===== config.mk =====
export PLATFORM = sky130hd
export DESIGN_NAME = decode_stage
export DESIGN_NICKNAME = d
export VERILOG_FILES = /design/src/rv_isa_pkg.sv /design/src/dec_pkg.sv /design/src/dec_stream_if.sv /design/src/stream_reg.sv /design/src/instr_classifier.sv /design/src/fetch_check.sv /design/src/dec_unit.sv /design/src/decode_stage.sv
export SDC_FILE = /design/constraint.sdc
export NUM_CORES = 1
export LEC_CHECK = 0
export ABC_AREA = 1
export BUFFER_PORTS_ARGS = -buffer_cell sky130_fd_sc_hd__clkbuf_2
export CORE_ASPECT_RATIO = 0.5
export CORE_MARGIN = 2
export CORE_UTILIZATION = 55
export DETAILED_ROUTE_END_ITERATION = 8
export GPL_ROUTABILITY_DRIVEN = 0
export PLACE_DENSITY = 0.76
export SYNTH_ARGS = -nofsm -noshare
export SYNTH_HDL_FRONTEND = slang
export SYNTH_SLANG_ARGS = --single-unit

===== constraint.sdc =====
create_clock -name clk_i -period 13.8 [get_ports clk_i]
set_input_delay 0.69 -clock clk_i [delete_from_list [all_inputs] [get_ports clk_i]]
set_output_delay 0.69 -clock clk_i [all_outputs]
set_load 0.05 [all_outputs]

===== src/rv_isa_pkg.sv =====
// rv32i/rv32m facts only; compressed words must already be expanded before decode
package rv_isa_pkg;

  localparam int XLEN          = 32;
  localparam int REG_AW        = 5;
  localparam int CAP_REG_LIMIT = 16;    // capability mode only sees x0..x15

  localparam bit RV32M_EN = 1'b1;       // mul/div present

  // bit positions inside the instruction word
  localparam int RD_LSB    = 7;
  localparam int F3_LSB    = 12;
  localparam int RS1_LSB   = 15;
  localparam int RS2_LSB   = 20;
  localparam int F7_LSB    = 25;
  localparam int IMM_I_LSB = 20;

  typedef enum logic [6:0] {
    OPCODE_LOAD     = 7'h03,
    OPCODE_MISC_MEM = 7'h0f,
    OPCODE_OP_IMM   = 7'h13,
    OPCODE_AUIPC    = 7'h17,
    OPCODE_STORE    = 7'h23,
    OPCODE_OP       = 7'h33,
    OPCODE_LUI      = 7'h37,
    OPCODE_BRANCH   = 7'h63,
    OPCODE_JALR     = 7'h67,
    OPCODE_JAL      = 7'h6f,
    OPCODE_SYSTEM   = 7'h73
  } opcode_e;

  localparam logic [6:0] F7_BASE   = 7'h00;
  localparam logic [6:0] F7_ALT    = 7'h20;  // sub, sra, srai
  localparam logic [6:0] F7_MULDIV = 7'h01;

  localparam logic [2:0] FUNCT3_CAP = 3'b011;  // clc / csc width

  // funct3 == 0 system immediates
  localparam logic [11:0] SYS_ECALL  = 12'h000;
  localparam logic [11:0] SYS_EBREAK = 12'h001;
  localparam logic [11:0] SYS_MRET   = 12'h302;
  localparam logic [11:0] SYS_WFI    = 12'h105;

endpackage


===== src/dec_pkg.sv =====
// decode-stage payloads; pcc top is 33 bits so the full 4 GiB space can be described
package dec_pkg;
  import rv_isa_pkg::*;

  localparam int OTYPE_W = 4;

  typedef enum logic [2:0] {
    PL_ALU   = 3'd0,
    PL_MULT  = 3'd1,
    PL_LS    = 3'd2,
    PL_JAL   = 3'd3,
    PL_JALR  = 3'd4,
    PL_LOCAL = 3'd5   // handled inside the issue stage
  } pl_type_e;

  typedef struct packed {
    logic [XLEN-1:0]    base;
    logic [XLEN:0]      top;
    logic               perm_ex;
    logic               perm_sr;
    logic               valid;
    logic [OTYPE_W-1:0] otype;
  } pcc_cap_t;

  // fetched item
  typedef struct packed {
    logic [XLEN-1:0] insn;
    logic [XLEN-1:0] pc;
    logic            is_comp;
    logic            fetch_err;
    logic            cheri_pmode;
    logic            debug_mode;
    pcc_cap_t        pcc;
  } ir_reg_t;

  typedef struct packed {
    logic valid;   // any of the flags below
    logic csrw;
    logic mret;
    logic wfi;
    logic ebrk;
    logic ecall;
    logic fencei;
  } sysctl_t;

  typedef struct packed {
    logic illegal_insn;
    logic perm_vio;
    logic bound_vio;
    logic fetch_err;
  } dec_errs_t;

  // decoded item
  typedef struct packed {
    logic [REG_AW-1:0] rs1;
    logic [REG_AW-1:0] rs2;
    logic [REG_AW-1:0] rd;
    logic [1:0]        rf_ren;   // {b, a}
    logic              rf_we;
    pl_type_e          pl_type;
    logic              is_branch;
    logic              is_jal;
    logic              is_jalr;
    logic [XLEN-1:0]   btarget;
    logic [XLEN-1:0]   pc_nxt;
    sysctl_t           sysctl;
    dec_errs_t         errs;
    logic              any_err;
  } ir_dec_t;

endpackage


===== src/dec_stream_if.sv =====
// valid/ready link; source must hold valid and data stable until ready is seen
`timescale 1ns/100ps

interface dec_stream_if #(
  parameter type payload_t = logic
) ();

  logic     valid;
  logic     ready;
  payload_t data;

  modport source (
    output valid,
    output data,
    input  ready
  );

  modport sink (
    input  valid,
    input  data,
    output ready
  );

endinterface


===== src/stream_reg.sv =====
// single-entry slot; ready is combinational from downstream ready, so long chains add ready depth
`timescale 1ns/100ps

module stream_reg #(
  parameter type payload_t = logic
) (
  input  logic         clk_i,
  input  logic         rst_n_i,
  dec_stream_if.sink   up,
  dec_stream_if.source dn
);

  logic     full_q;
  payload_t data_q;
  logic     up_xfer;

  // empty slot, or the current item leaves this cycle
  assign up.ready = ~full_q | dn.ready;
  assign up_xfer  = up.valid & up.ready;

  assign dn.valid = full_q;
  assign dn.data  = data_q;

  always_ff @(posedge clk_i or negedge rst_n_i) begin
    if (!rst_n_i) begin
      full_q <= 1'b0;
    end else if (up_xfer) begin
      full_q <= 1'b1;          // load or refill
    end else if (dn.ready) begin
      full_q <= 1'b0;          // drained with nothing new
    end
  end

  always_ff @(posedge clk_i) begin
    if (up_xfer) begin
      data_q <= up.data;
    end
  end

endmodule


===== src/instr_classifier.sv =====
// rv32i/rv32m only; bitmanip, atomics and capability opcodes all decode as illegal
`timescale 1ns/100ps

module instr_classifier import rv_isa_pkg::*; import dec_pkg::*; (
  input  logic [XLEN-1:0] insn_i,
  input  logic            cheri_pmode_i,
  output pl_type_e        pl_type_o,
  output logic            rf_ren_a_o,
  output logic            rf_ren_b_o,
  output logic            rf_we_o,
  output logic            illegal_insn_o,
  output sysctl_t         sysctl_o
);

  opcode_e           opcode;
  logic [2:0]        funct3;
  logic [6:0]        funct7;
  logic [REG_AW-1:0] rs1, rs2, rd;
  pl_type_e          pl_type;
  logic              ren_a, ren_b, we;
  logic              illegal_enc, illegal_reg;
  logic              csr_wr, mret, wfi, ebrk, ecall, fencei;

  assign opcode = opcode_e'(insn_i[6:0]);
  assign funct3 = insn_i[F3_LSB +: 3];
  assign funct7 = insn_i[F7_LSB +: 7];
  assign rs1    = insn_i[RS1_LSB +: REG_AW];
  assign rs2    = insn_i[RS2_LSB +: REG_AW];
  assign rd     = insn_i[RD_LSB +: REG_AW];

  //////////////////////////////////////////////////
  // opcode decode
  //////////////////////////////////////////////////

  always_comb begin
    pl_type     = PL_ALU;
    ren_a       = 1'b0;
    ren_b       = 1'b0;
    we          = 1'b0;
    illegal_enc = 1'b0;
    csr_wr      = 1'b0;
    mret        = 1'b0;
    wfi         = 1'b0;
    ebrk        = 1'b0;
    ecall       = 1'b0;
    fencei      = 1'b0;

    unique case (opcode)
      OPCODE_JAL: begin
        pl_type = PL_JAL;
        we      = 1'b1;
      end
      OPCODE_JALR: begin
        pl_type     = PL_JALR;
        ren_a       = 1'b1;
        we          = 1'b1;
        illegal_enc = (funct3 != 3'b000);
      end
      OPCODE_BRANCH: begin
        pl_type     = PL_LOCAL;
        ren_a       = 1'b1;
        ren_b       = 1'b1;
        illegal_enc = (funct3[2:1] == 2'b01);   // 010 / 011 unused
      end
      OPCODE_LOAD: begin
        pl_type     = PL_LS;
        ren_a       = 1'b1;
        we          = 1'b1;
        illegal_enc = (funct3[2:1] == 2'b11) | (~cheri_pmode_i & (funct3 == FUNCT3_CAP));
      end
      OPCODE_STORE: begin
        pl_type     = PL_LS;
        ren_a       = 1'b1;
        ren_b       = 1'b1;
        illegal_enc = funct3[2] | (~cheri_pmode_i & (funct3 == FUNCT3_CAP));
      end
      OPCODE_LUI, OPCODE_AUIPC: begin
        we = 1'b1;
      end
      OPCODE_OP_IMM: begin
        ren_a = 1'b1;
        we    = 1'b1;
        if (funct3 == 3'b001) begin            // slli
          illegal_enc = (funct7 != F7_BASE);
        end else if (funct3 == 3'b101) begin   // srli / srai
          illegal_enc = (funct7 != F7_BASE) && (funct7 != F7_ALT);
        end
      end
      OPCODE_OP: begin
        ren_a = 1'b1;
        ren_b = 1'b1;
        we    = 1'b1;
        if (funct7 == F7_MULDIV) begin
          pl_type     = PL_MULT;
          illegal_enc = ~RV32M_EN;
        end else if (funct7 == F7_ALT) begin
          illegal_enc = (funct3 != 3'b000) && (funct3 != 3'b101);  // sub, sra
        end else begin
          illegal_enc = (funct7 != F7_BASE);
        end
      end
      OPCODE_MISC_MEM: begin
        pl_type     = PL_LOCAL;
        fencei      = (funct3 == 3'b001);
        illegal_enc = (funct3[2:1] != 2'b00);  // fence is a nop
      end
      OPCODE_SYSTEM: begin
        if (funct3 == 3'b000) begin
          pl_type = PL_LOCAL;
          unique case (insn_i[XLEN-1:IMM_I_LSB])
            SYS_ECALL:  ecall = 1'b1;
            SYS_EBREAK: ebrk  = 1'b1;
            SYS_MRET:   mret  = 1'b1;
            SYS_WFI:    wfi   = 1'b1;
            default:    illegal_enc = 1'b1;
          endcase
          if (rs1 != '0 || rd != '0) begin
            illegal_enc = 1'b1;
          end
        end else begin
          // csr set/clear with x0 only reads
          pl_type     = PL_MULT;
          ren_a       = ~funct3[2];
          we          = 1'b1;
          csr_wr      = ~(funct3[1] && (rs1 == '0));
          illegal_enc = (funct3[1:0] == 2'b00);
        end
      end
      default: begin
        illegal_enc = 1'b1;
      end
    endcase
  end

  // upper half of the register file is not there in capability mode
  assign illegal_reg = cheri_pmode_i & ((ren_a & (rs1 >= CAP_REG_LIMIT)) |
                                        (ren_b & (rs2 >= CAP_REG_LIMIT)) |
                                        (we & (rd >= CAP_REG_LIMIT)));

  assign pl_type_o      = pl_type;
  assign rf_ren_a_o     = ren_a & ~illegal_reg;
  assign rf_ren_b_o     = ren_b & ~illegal_reg;
  assign rf_we_o        = we & ~illegal_reg;
  assign illegal_insn_o = illegal_enc | illegal_reg;

  assign sysctl_o.valid  = csr_wr | mret | wfi | ebrk | ecall | fencei;
  assign sysctl_o.csrw   = csr_wr;
  assign sysctl_o.mret   = mret;
  assign sysctl_o.wfi    = wfi;
  assign sysctl_o.ebrk   = ebrk;
  assign sysctl_o.ecall  = ecall;
  assign sysctl_o.fencei = fencei;

endmodule


===== src/fetch_check.sv =====
// checks the fetch against pcc only; flags are forced low outside capability mode and in debug
`timescale 1ns/100ps

module fetch_check import rv_isa_pkg::*; import dec_pkg::*; (
  input  logic [XLEN-1:0] pc_i,
  input  logic            is_comp_i,
  input  logic            cheri_pmode_i,
  input  logic            debug_mode_i,
  input  pcc_cap_t        pcc_i,
  input  logic            mret_i,
  output logic            bound_vio_o,
  output logic            perm_vio_o
);

  logic [XLEN+1:0] hdrm;
  logic            hdrm_ge4, hdrm_ge2, hdrm_ok, base_ok;
  logic            all_space, chk_en;

  // whole address space lets pc 0xffff_fffe fetch a full word across the wrap
  assign all_space = (pcc_i.base == '0) & pcc_i.top[XLEN];

  assign hdrm     = {1'b0, pcc_i.top} - {2'b00, pc_i};
  assign hdrm_ge4 = ~hdrm[XLEN+1] & (|hdrm[XLEN:2]);
  assign hdrm_ge2 = ~hdrm[XLEN+1] & (|hdrm[XLEN:1]);
  assign hdrm_ok  = all_space | (is_comp_i ? hdrm_ge2 : hdrm_ge4);
  assign base_ok  = (pc_i >= pcc_i.base);

  assign chk_en = cheri_pmode_i & ~debug_mode_i;

  assign bound_vio_o = chk_en & (~base_ok | ~hdrm_ok);
  assign perm_vio_o  = chk_en & (~pcc_i.perm_ex | ~pcc_i.valid | (pcc_i.otype != '0) |
                                 (mret_i & ~pcc_i.perm_sr));

endmodule


===== src/dec_unit.sv =====
// purely combinational between two slots; handshake is passed straight through
`timescale 1ns/100ps

module dec_unit import rv_isa_pkg::*; import dec_pkg::*; (
  dec_stream_if.sink   up,
  dec_stream_if.source dn
);

  ir_reg_t         ir;
  opcode_e         opcode;
  pl_type_e        pl_type;
  logic            ren_a, ren_b, we;
  logic            illegal, perm_vio, bound_vio;
  sysctl_t         sysctl;
  dec_errs_t       errs;
  logic [XLEN-1:0] imm_j, imm_b;

  assign up.ready = dn.ready;
  assign dn.valid = up.valid;

  assign ir     = up.data;
  assign opcode = opcode_e'(ir.insn[6:0]);

  instr_classifier u_cls (
    .insn_i         (ir.insn),
    .cheri_pmode_i  (ir.cheri_pmode),
    .pl_type_o      (pl_type),
    .rf_ren_a_o     (ren_a),
    .rf_ren_b_o     (ren_b),
    .rf_we_o        (we),
    .illegal_insn_o (illegal),
    .sysctl_o       (sysctl)
  );

  fetch_check u_fchk (
    .pc_i          (ir.pc),
    .is_comp_i     (ir.is_comp),
    .cheri_pmode_i (ir.cheri_pmode),
    .debug_mode_i  (ir.debug_mode),
    .pcc_i         (ir.pcc),
    .mret_i        (sysctl.mret),
    .bound_vio_o   (bound_vio),
    .perm_vio_o    (perm_vio)
  );

  assign imm_j = {{12{ir.insn[31]}}, ir.insn[19:12], ir.insn[20], ir.insn[30:21], 1'b0};
  assign imm_b = {{20{ir.insn[31]}}, ir.insn[7], ir.insn[30:25], ir.insn[11:8], 1'b0};

  assign errs.illegal_insn = illegal;
  assign errs.perm_vio     = perm_vio;
  assign errs.bound_vio    = bound_vio;
  assign errs.fetch_err    = ir.fetch_err;

  // unused register fields read as zero
  assign dn.data.rs1 = ren_a ? ir.insn[RS1_LSB +: REG_AW] : '0;
  assign dn.data.rs2 = ren_b ? ir.insn[RS2_LSB +: REG_AW] : '0;
  assign dn.data.rd  = we ? ir.insn[RD_LSB +: REG_AW] : '0;

  assign dn.data.rf_ren    = {ren_b, ren_a};
  assign dn.data.rf_we     = we;
  assign dn.data.pl_type   = pl_type;
  assign dn.data.is_branch = (opcode == OPCODE_BRANCH);
  assign dn.data.is_jal    = (opcode == OPCODE_JAL);
  assign dn.data.is_jalr   = (opcode == OPCODE_JALR);
  assign dn.data.btarget   = ir.pc + ((opcode == OPCODE_JAL) ? imm_j : imm_b);
  assign dn.data.pc_nxt    = ir.pc + (ir.is_comp ? 32'd2 : 32'd4);   // wraps at 4 GiB
  assign dn.data.sysctl    = sysctl;
  assign dn.data.errs      = errs;
  assign dn.data.any_err   = |errs;

endmodule


===== src/decode_stage.sv =====
// two-slot decode stage; in_ready_o depends combinationally on out_ready_i
`timescale 1ns/100ps

module decode_stage import rv_isa_pkg::*; import dec_pkg::*; (
  input  logic                         clk_i,
  input  logic                         rst_n_i,
  // fetch side
  input  logic                         in_valid_i,
  output logic                         in_ready_o,
  input  logic [XLEN-1:0]              insn_i,
  input  logic [XLEN-1:0]              pc_i,
  input  logic                         is_comp_i,
  input  logic                         fetch_err_i,
  input  logic                         cheri_pmode_i,
  input  logic                         debug_mode_i,
  input  logic [XLEN-1:0]              pcc_base_i,
  input  logic [XLEN:0]                pcc_top_i,
  input  logic                         pcc_perm_ex_i,
  input  logic                         pcc_perm_sr_i,
  input  logic                         pcc_valid_i,
  input  logic [OTYPE_W-1:0]           pcc_otype_i,
  // issue side
  output logic                         out_valid_o,
  input  logic                         out_ready_i,
  output logic [REG_AW-1:0]            rs1_o,
  output logic [REG_AW-1:0]            rs2_o,
  output logic [REG_AW-1:0]            rd_o,
  output logic [1:0]                   rf_ren_o,
  output logic                         rf_we_o,
  output logic [2:0]                   pl_type_o,
  output logic                         is_branch_o,
  output logic                         is_jal_o,
  output logic                         is_jalr_o,
  output logic [XLEN-1:0]              btarget_o,
  output logic [XLEN-1:0]              pc_nxt_o,
  output logic [$bits(sysctl_t)-1:0]   sysctl_o,
  output logic [$bits(dec_errs_t)-1:0] errs_o,
  output logic                         any_err_o
);

  dec_stream_if #(.payload_t(ir_reg_t)) ir_in_if ();
  dec_stream_if #(.payload_t(ir_reg_t)) ir_q_if ();
  dec_stream_if #(.payload_t(ir_dec_t)) dec_d_if ();
  dec_stream_if #(.payload_t(ir_dec_t)) dec_q_if ();

  //////////////////////////////////////////////////
  // pack fetch side
  //////////////////////////////////////////////////

  assign ir_in_if.valid = in_valid_i;
  assign in_ready_o     = ir_in_if.ready;
  assign ir_in_if.data  = '{insn: insn_i, pc: pc_i, is_comp: is_comp_i, fetch_err: fetch_err_i,
                            cheri_pmode: cheri_pmode_i, debug_mode: debug_mode_i,
                            pcc: '{base: pcc_base_i, top: pcc_top_i, perm_ex: pcc_perm_ex_i,
                                   perm_sr: pcc_perm_sr_i, valid: pcc_valid_i,
                                   otype: pcc_otype_i}};

  stream_reg #(.payload_t(ir_reg_t)) u_in_slot (
    .clk_i   (clk_i),
    .rst_n_i (rst_n_i),
    .up      (ir_in_if),
    .dn      (ir_q_if)
  );

  dec_unit u_dec (
    .up (ir_q_if),
    .dn (dec_d_if)
  );

  stream_reg #(.payload_t(ir_dec_t)) u_out_slot (
    .clk_i   (clk_i),
    .rst_n_i (rst_n_i),
    .up      (dec_d_if),
    .dn      (dec_q_if)
  );

  //////////////////////////////////////////////////
  // unpack issue side
  //////////////////////////////////////////////////

  assign dec_q_if.ready = out_ready_i;
  assign out_valid_o    = dec_q_if.valid;

  assign rs1_o       = dec_q_if.data.rs1;
  assign rs2_o       = dec_q_if.data.rs2;
  assign rd_o        = dec_q_if.data.rd;
  assign rf_ren_o    = dec_q_if.data.rf_ren;
  assign rf_we_o     = dec_q_if.data.rf_we;
  assign pl_type_o   = dec_q_if.data.pl_type;
  assign is_branch_o = dec_q_if.data.is_branch;
  assign is_jal_o    = dec_q_if.data.is_jal;
  assign is_jalr_o   = dec_q_if.data.is_jalr;
  assign btarget_o   = dec_q_if.data.btarget;
  assign pc_nxt_o    = dec_q_if.data.pc_nxt;
  assign sysctl_o    = dec_q_if.data.sysctl;   // {valid, csrw, mret, wfi, ebrk, ecall, fencei}
  assign errs_o      = dec_q_if.data.errs;     // {illegal, perm, bound, fetch}
  assign any_err_o   = dec_q_if.data.any_err;

endmodule


==> impl_metrics.yaml, run 1 <==
global_routing:
  grtUsageTotal_pct: 26.17
  grt_max_degree: 74
  overflow: 0
  grt_pass1_wl_mm: 53.86
  grt_pass1_vias: 10190
  antenna_found_initial: 1
timing:
  finalHoldWorstSlack_ns: 0.3147
  fin_crit_sh_pct: 29.26
  min_period_ns: 4.038
  fmax_ghz: 0.2477
  maxSlewHeadroom_pct: 40.49
  worst_pin_slew_ns: 0.8926
  finalSetupViolations: 0
  hold_viol_final: 0
  setup_tns_ns: 0
  skew_ns: 0.01514
  rsz0062_at_grt: "no"
  drv_slew: 0
yosys:
  ys_types: 51
  async_reset_ff_share_pct: 0.8299
  ys.flop_type: "edfxtp_1"
  synth.top_cell.area_share_pct: 51.64
  yosysSeqAreaShare_pct: 52.00
  post_synth_main_area_contributors: "edfxtp_1 (52%), nand2_1 (9.2%), ha_1 (8.6%), inv_1 (7.4%), nor2_1 (3.6%)"
  yosysTopAreaCell: "edfxtp_1"
  netlist_instances: 1503
  syn_avg_cell_area_um2: 9.247
  synth_nets: 1745
  ys_top_cells_by_count: "nand2_1 (341), inv_1 (275), edfxtp_1 (239)"
  yosysMostFrequentCell: "nand2_1"
  synth-seq-cells: 241
  ys.warnings.count: 0
  syn_area_um2: 13900
  synth_edf_count: 239
clocking:
  clk_pin_slew_ns: 0.07
  cts.repair.resized: 0
  cts_root_buf: "clkbuf_16"
  cts_tree: "built"
  ctsHtreeMaxLevel: 1
  cts_setup_buffers: 0
  ctsHoldBuffers: 1
  insertion_delay_ns: 0.55
  cts_made_buffers: 23
  clock_sinks: 241
  clk_path_buf_depth: 3
floorplan:
  boundaryPins: 246
  rows: 41
  dieWidth_um: 228.8
  dieArea_um2: 26630
  initial_utilization_pct: 55.52
  die_y_um: 116.4
  core_um2: 25030
critical_path:
  cpPeakStageDelay_ns: 0.52
  worst_setup_path_end_kind: "flop"
  cp_cell_sequence: "inv_1, nor2_1, nand2_1, nor2_1, inv_1, nand2_1, o21ai_0, inv_1, ha_1, a21oi_1, inv_1, a31oi_1, a21boi_1, o21ai_1, nand2_1, o21ai_1, nand2_1, nand2_1, xor2_1"
  worstPathMaxFanout: 12
  critPathKind: "flop to flop"
  cp_data_required_time_ns: 14.08
  cpMostUsedCell: "nand2_1"
  worst_setup_path_start_kind: "flop"
  cp_data_arrival_time_ns: 4.32
  cp_slowest_cell: "edfxtp_1"
  path_buf_inv: 4
  critPathTopFamily: "simple AND/OR/NAND/NOR gates"
layout:
  multi_input_area_um2: 5612
  regArea_um2: 7227
  layout.nets: 2014
  fin_cells: 2131
  num-fill-cells: 2083
  syn_to_final_growth_pct: 17.92
  drive_gt1_share_pct: 17.85
  fin_util_pct: 65.47
  diodes: 0
power:
  leakage_nw: 7.778
  netSwitchingFraction_pct: 32.75
  switchingPower_uw: 704.8
  intPower_mw: 1.447
  comb_power_share_pct: 24.1
  ir_worst_vdd_uv: 131.2
  cellPowerDensity_nw_per_um2: 131.3
  seqPwrFrac_pct: 43.7
  finalPower_mw: 2.152
  clockPowerShare_pct: 32.2
drt:
  avgViaCountPerCell: 5.296
  drc: 0
  ant_nets: 0
  drt-initial-drc-count: 923
  drt_first_pass_iters: 5
  wirelength_mm: 35.40
  num_vias: 11290
  wire_per_inst_um: 16.61
place:
  dp_hpwl_mm: 27.59
  dp.cells: 2090
  portBuffers: 245
run_status:
  status: "finished clean"
min_path:
  hold_path.class: "input port to flop"
job:
  cap_violations: 0
## sequential cells by signal, indices dropped and copies added (netlist names)
name,count
u_in_slot.dn.data,140
u_out_slot.dn.data,99
u_in_slot.dn.valid,1
u_out_slot.dn.valid,1
## per-layer routing
layer / part of all wire [%] / global-route usage (%)
met3: 8.5 / 5.200
met5: 0 / 0
met4: 2.9 / 9.134
met2: 45 / 42.03
met1: 44 / 36.11
## power groups by stage
stage | Combinational (mW) | Sequential (mW) | Clock (mW)
floorplan | 0.259 | 1.07 | 0
global placement | 0.507 | 0.954 | 0
detailed placement | 0.515 | 0.954 | 0
CTS | 0.518 | 0.939 | 0.706
global route | 0.570 | 0.945 | 0.731
finish | 0.519 | 0.940 | 0.693
## cells by family (layout without fill, tap and decap cells)
kind of cell / Yosys count / after routing / synth area share (%)
fa+ha+maj: 98 / 98 / 8.985
compound gates: 172 / 172 / 7.130
simple gates: 651 / 651 / 20.59
xor+xnor: 57 / 57 / 3.592
buf+inv: 284 / 568 / 7.706
flops: 241 / 241 / 52.00
## final timing paths
path	startpoint	to	slack (ns)	cells after the start
max reg2reg	u_in_slot.dn.data[114]	u_out_slot.dn.data[71]	9.76	19
min in group asynchronous	rst_n_i	u_in_slot.dn.valid	0.47	2
max in group asynchronous	rst_n_i	u_out_slot.dn.valid	13.23	2
min reg2reg	u_in_slot.dn.data[76]	u_out_slot.dn.data[44]	0.49	0
max	u_in_slot.dn.data[114]	u_out_slot.dn.data[71]	9.76	19
min	insn_i[12]	u_in_slot.dn.data[120]	0.31	1
## final cells by class
type | count | area share [%]
Clock buffer | 27 | 3.603
Multi-Input combinational cell | 978 | 34.24
Inverter | 279 | 6.420
Tap cell | 344 | 2.626
Clock inverter | 13 | 1.336
Timing Repair Buffer | 249 | 7.680
Sequential cell | 241 | 44.09
## metrics by stage
stage | instance area, um2 | setup slack (ns)
after global routing | 16390 | 9.233
final | 16390 | 9.762
after global placement | 15570 | 10.01
after floorplan | 13900 | 7.703
after detailed placement | 15570 | 9.796
after CTS | 16390 | 9.773
## cells in the final DEF (no fill, tap or decap), types with 3 or more instances in the layout
| cell | n |
|---|---|
| nand2_1 | 341 |
| inv_1 | 274 |
| clkbuf_2 | 245 |
| edfxtp_1 | 239 |
| nor2_1 | 132 |
| ha_1 | 95 |
| a21oi_1 | 75 |
| nand3_1 | 61 |
| xor2_1 | 47 |
| o21ai_0 | 44 |
| nand4_1 | 35 |
| nor3_1 | 32 |
| clkbuf_16 | 23 |
| nor4_1 | 16 |
| xnor2_1 | 10 |
| a31oi_1 | 7 |
| nand3b_1 | 7 |
| nand2_2 | 6 |
| o21a_1 | 5 |
| a21o_1 | 5 |
| a211oi_1 | 5 |
| nor3_2 | 5 |
| bufinv_16 | 5 |
| o21ai_2 | 4 |
| o21ai_1 | 4 |
| nor2_2 | 4 |
| o21bai_1 | 4 |
| clkbuf_1 | 4 |
| inv_2 | 3 |
| o211ai_1 | 3 |
| nand3_2 | 3 |
| nor2_4 | 3 |
| clkinv_1 | 3 |
| fa_1 | 3 |
| buf_4 | 3 |
Note: power is estimated with default switching activity, not from simulation.
==> inputs of run 2 (changes only) <==
--- a/config.mk
+++ b/config.mk
@@ -9,10 +9,10 @@
 export BUFFER_PORTS_ARGS = -buffer_cell sky130_fd_sc_hd__clkbuf_2
 export CORE_ASPECT_RATIO = 0.5
 export CORE_MARGIN = 2
-export CORE_UTILIZATION = 55
+export CORE_UTILIZATION = 51
 export DETAILED_ROUTE_END_ITERATION = 8
 export GPL_ROUTABILITY_DRIVEN = 0
-export PLACE_DENSITY = 0.76
+export PLACE_DENSITY = 0.74
 export SYNTH_ARGS = -nofsm -noshare
 export SYNTH_HDL_FRONTEND = slang
 export SYNTH_SLANG_ARGS = --single-unit
==> constraint.sdc (replaced) <==
create_clock -name clk_i -period 3.4 [get_ports clk_i]
set_input_delay 0.17 -clock clk_i [delete_from_list [all_inputs] [get_ports clk_i]]
set_output_delay 0.17 -clock clk_i [all_outputs]
set_load 0.05 [all_outputs]
==> run 2 against run 1 <==
Worst setup slack lost 9.7 ns; clock-buffer cell count shrank 2; sequential power grew to 4.0 times the previous value; non-clock buffer count grew 201; clock power grew to 4.2 times the previous value; via count grew 9.9%; clock skew grew 0.016 ns; register-to-register slack lost 9.7 ns; design area grew 13%; highest routed layer unchanged; critical endpoint is now u_out_slot.dn.data[67]; critical path type unchanged; combinational power grew to 4.7 times the previous value.
==> impl_metrics.yaml, run 2 (synthesis gave the netlist of run 1 again) <==
layout:
  num-fill-cells: 1985
  multi_input_area_um2: 5712
  syn_to_final_growth_pct: 32.95
  largest_register_ff_count: 140
  final_common_cell: "nand2_1"
  mostFrequentLayoutCells: "nand2_1 (335), inv_1 (273), clkbuf_2 (246)"
  regArea_um2: 7228
  final_area_um2: 18480
  drive_gt1_share_pct: 20.34
  layout.nets: 2216
timing:
  setup_tns_ns: 0
  maxSlewHeadroom_pct: 42.16
  finalSetupViolations: 0
  skew_ns: 0.03113
  min_period_ns: 3.308
  worst_pin_slew_ns: 0.8658
  fin_crit_sh_pct: 97.30
  fmax_ghz: 0.3023
  drv_slew: 0
  hold_viol_final: 0
  finalHoldWorstSlack_ns: 0.3325
global_routing:
  overflow: 0
  grt_max_degree: 73
  antenna_found_initial: 1
  grt.busiest_layer: "met2"
  grt_use_met3_pct: 4.543
  grt_pass1_wl_mm: 62.62
  grt_pass1_vias: 12020
  grtUsageMet1_pct: 37.14
  grtUsageTotal_pct: 28.23
  globalRouteMet2Util_pct: 47.75
floorplan:
  dieArea_um2: 28670
  boundaryPins: 246
  initial_utilization_pct: 52.27
  core_um2: 26590
  die_y_um: 120.7
  dieWidth_um: 237.5
  rows: 42
critical_path:
  cp_data_arrival_time_ns: 3.60
  critPathKind: "flop to flop"
  cp_data_required_time_ns: 3.69
  worst_setup_path_start_kind: "flop"
  worst_setup_path_end_kind: "flop"
  worstPathMaxFanout: 6
power:
  ir_worst_vdd_uv: 400.3
  netSwitchingFraction_pct: 32.97
  finalPower_mw: 9.134
  cellPowerDensity_nw_per_um2: 494.3
  switchingPower_mw: 3.012
  comb_power_share_pct: 27.0
  intPower_mw: 6.122
  seqPwrFrac_pct: 41.3
  leakage_nw: 8.710
  clockPowerShare_pct: 31.8
place:
  portBuffers: 245
  dp_hpwl_mm: 29.16
  dpl_cell_area_um2: 15990
drt:
  drt-initial-drc-count: 1188
  num_vias: 12400
  ant_nets: 0
  wirelength_mm: 41.06
  avgViaCountPerCell: 5.289
  drc: 0
  wire_per_inst_um: 17.52
  drt_first_pass_iters: 7
clocking:
  clock_sinks: 241
  cts_made_buffers: 24
  ctsHtreeMaxLevel: 1
  cts_root_buf: "clkbuf_16"
  clk_pin_slew_ns: 0.07
  cts_tree: "built"
  insertion_delay_ns: 0.55
  clk_path_buf_depth: 3
min_path:
  hold_path.class: "input port to flop"
run_status:
  status: "finished clean"
job:
  cap_violations: 0
==> run 2: cell count changes in the layout (fill, tap and decap cells not counted), sizes merged <==
cell	change
inv	-2
clkbuf	-1
buf	+56
clkinv	+6
diode	+1
clkinvlp	+1
dlygate4sd3	+144
==> run 2: worst paths after layout <==
check                                  startpoint                     end  slack, ns  depth (start not counted)
min                                     insn_i[4]  u_in_slot.dn.data[112]       0.33                          2
max reg2reg                u_in_slot.dn.data[109]  u_out_slot.dn.data[67]       0.09                         17
max                        u_in_slot.dn.data[109]  u_out_slot.dn.data[67]       0.09                         17
min in group asynchronous                 rst_n_i      u_in_slot.dn.valid       0.47                          3
min reg2reg                 u_in_slot.dn.data[74]   u_out_slot.dn.data[1]       0.48                          0
max in group asynchronous                 rst_n_i     u_out_slot.dn.valid       2.79                          3
==> run 2: metrics by stage <==
step	util, %	instances	setup WS [ns]
global placement	60.14	2142	0.1112
global route	69.49	2344	-0.08934
floorplan	-	1503	0.009002
detailed placement	60.14	2142	-0.0007685
CTS	68.82	2330	0.02352
finish	69.49	2344	0.09188
==> run 2: critical path, stage by stage, from the launching register on <==
cell and delay, ns:
edfxtp_1 0.35, nand2_1 0.14, nor2_2 0.18, nand2_2 0.11, nor2_4 0.14, buf_6 0.15
o21ai_0 0.09, ha_2 0.20, fa_2 0.35, nand3_1 0.09, nand2_1 0.10, a21oi_2 0.21
o21ai_2 0.13, a21oi_2 0.18, o21ai_1 0.10, a21boi_0 0.27, o21ai_1 0.12, xor2_1 0.15
==> run 2: per-layer routing <==
layer  vias to the layer above  share of wire [%]
met5                         -                  0
met4                         0                3.7
met3                       109                8.0
met2                       581                 47
met1                      5711                 41
li1                       5996                  -
==> run 2: power groups by stage <==
stage          Sequential [mW]  Clock [mW]  Combinational [mW]
2_1_floorplan             4.33           0                1.06
3_3_place_gp              3.82           0                2.19
3_5_place_dp              3.82           0                2.22
4_1_cts                   3.76        2.92                2.37
5_1_grt                   3.79        3.05                2.67
6_report                  3.77        2.90                2.46
==> run 2: timing repair <==
item,4_1_cts,5_1_grt
setup buffers,0,12
hold buffers,145,0
endpoints found under the setup margin,1,14
endpoints found under the hold margin,144,0
gates cloned,0,1
pin swaps,0,12
resized for setup,1,29
==> run 2: cell type report <==
cell class,instances,share of cell area [%]
diodes,1,0.01354
clock buffers,25,3.271
clock inverters,18,1.334
inverters,279,5.708
multi-input cells,978,30.91
flip-flops and latches,241,39.12
well taps,352,2.384
repair buffers,450,17.26
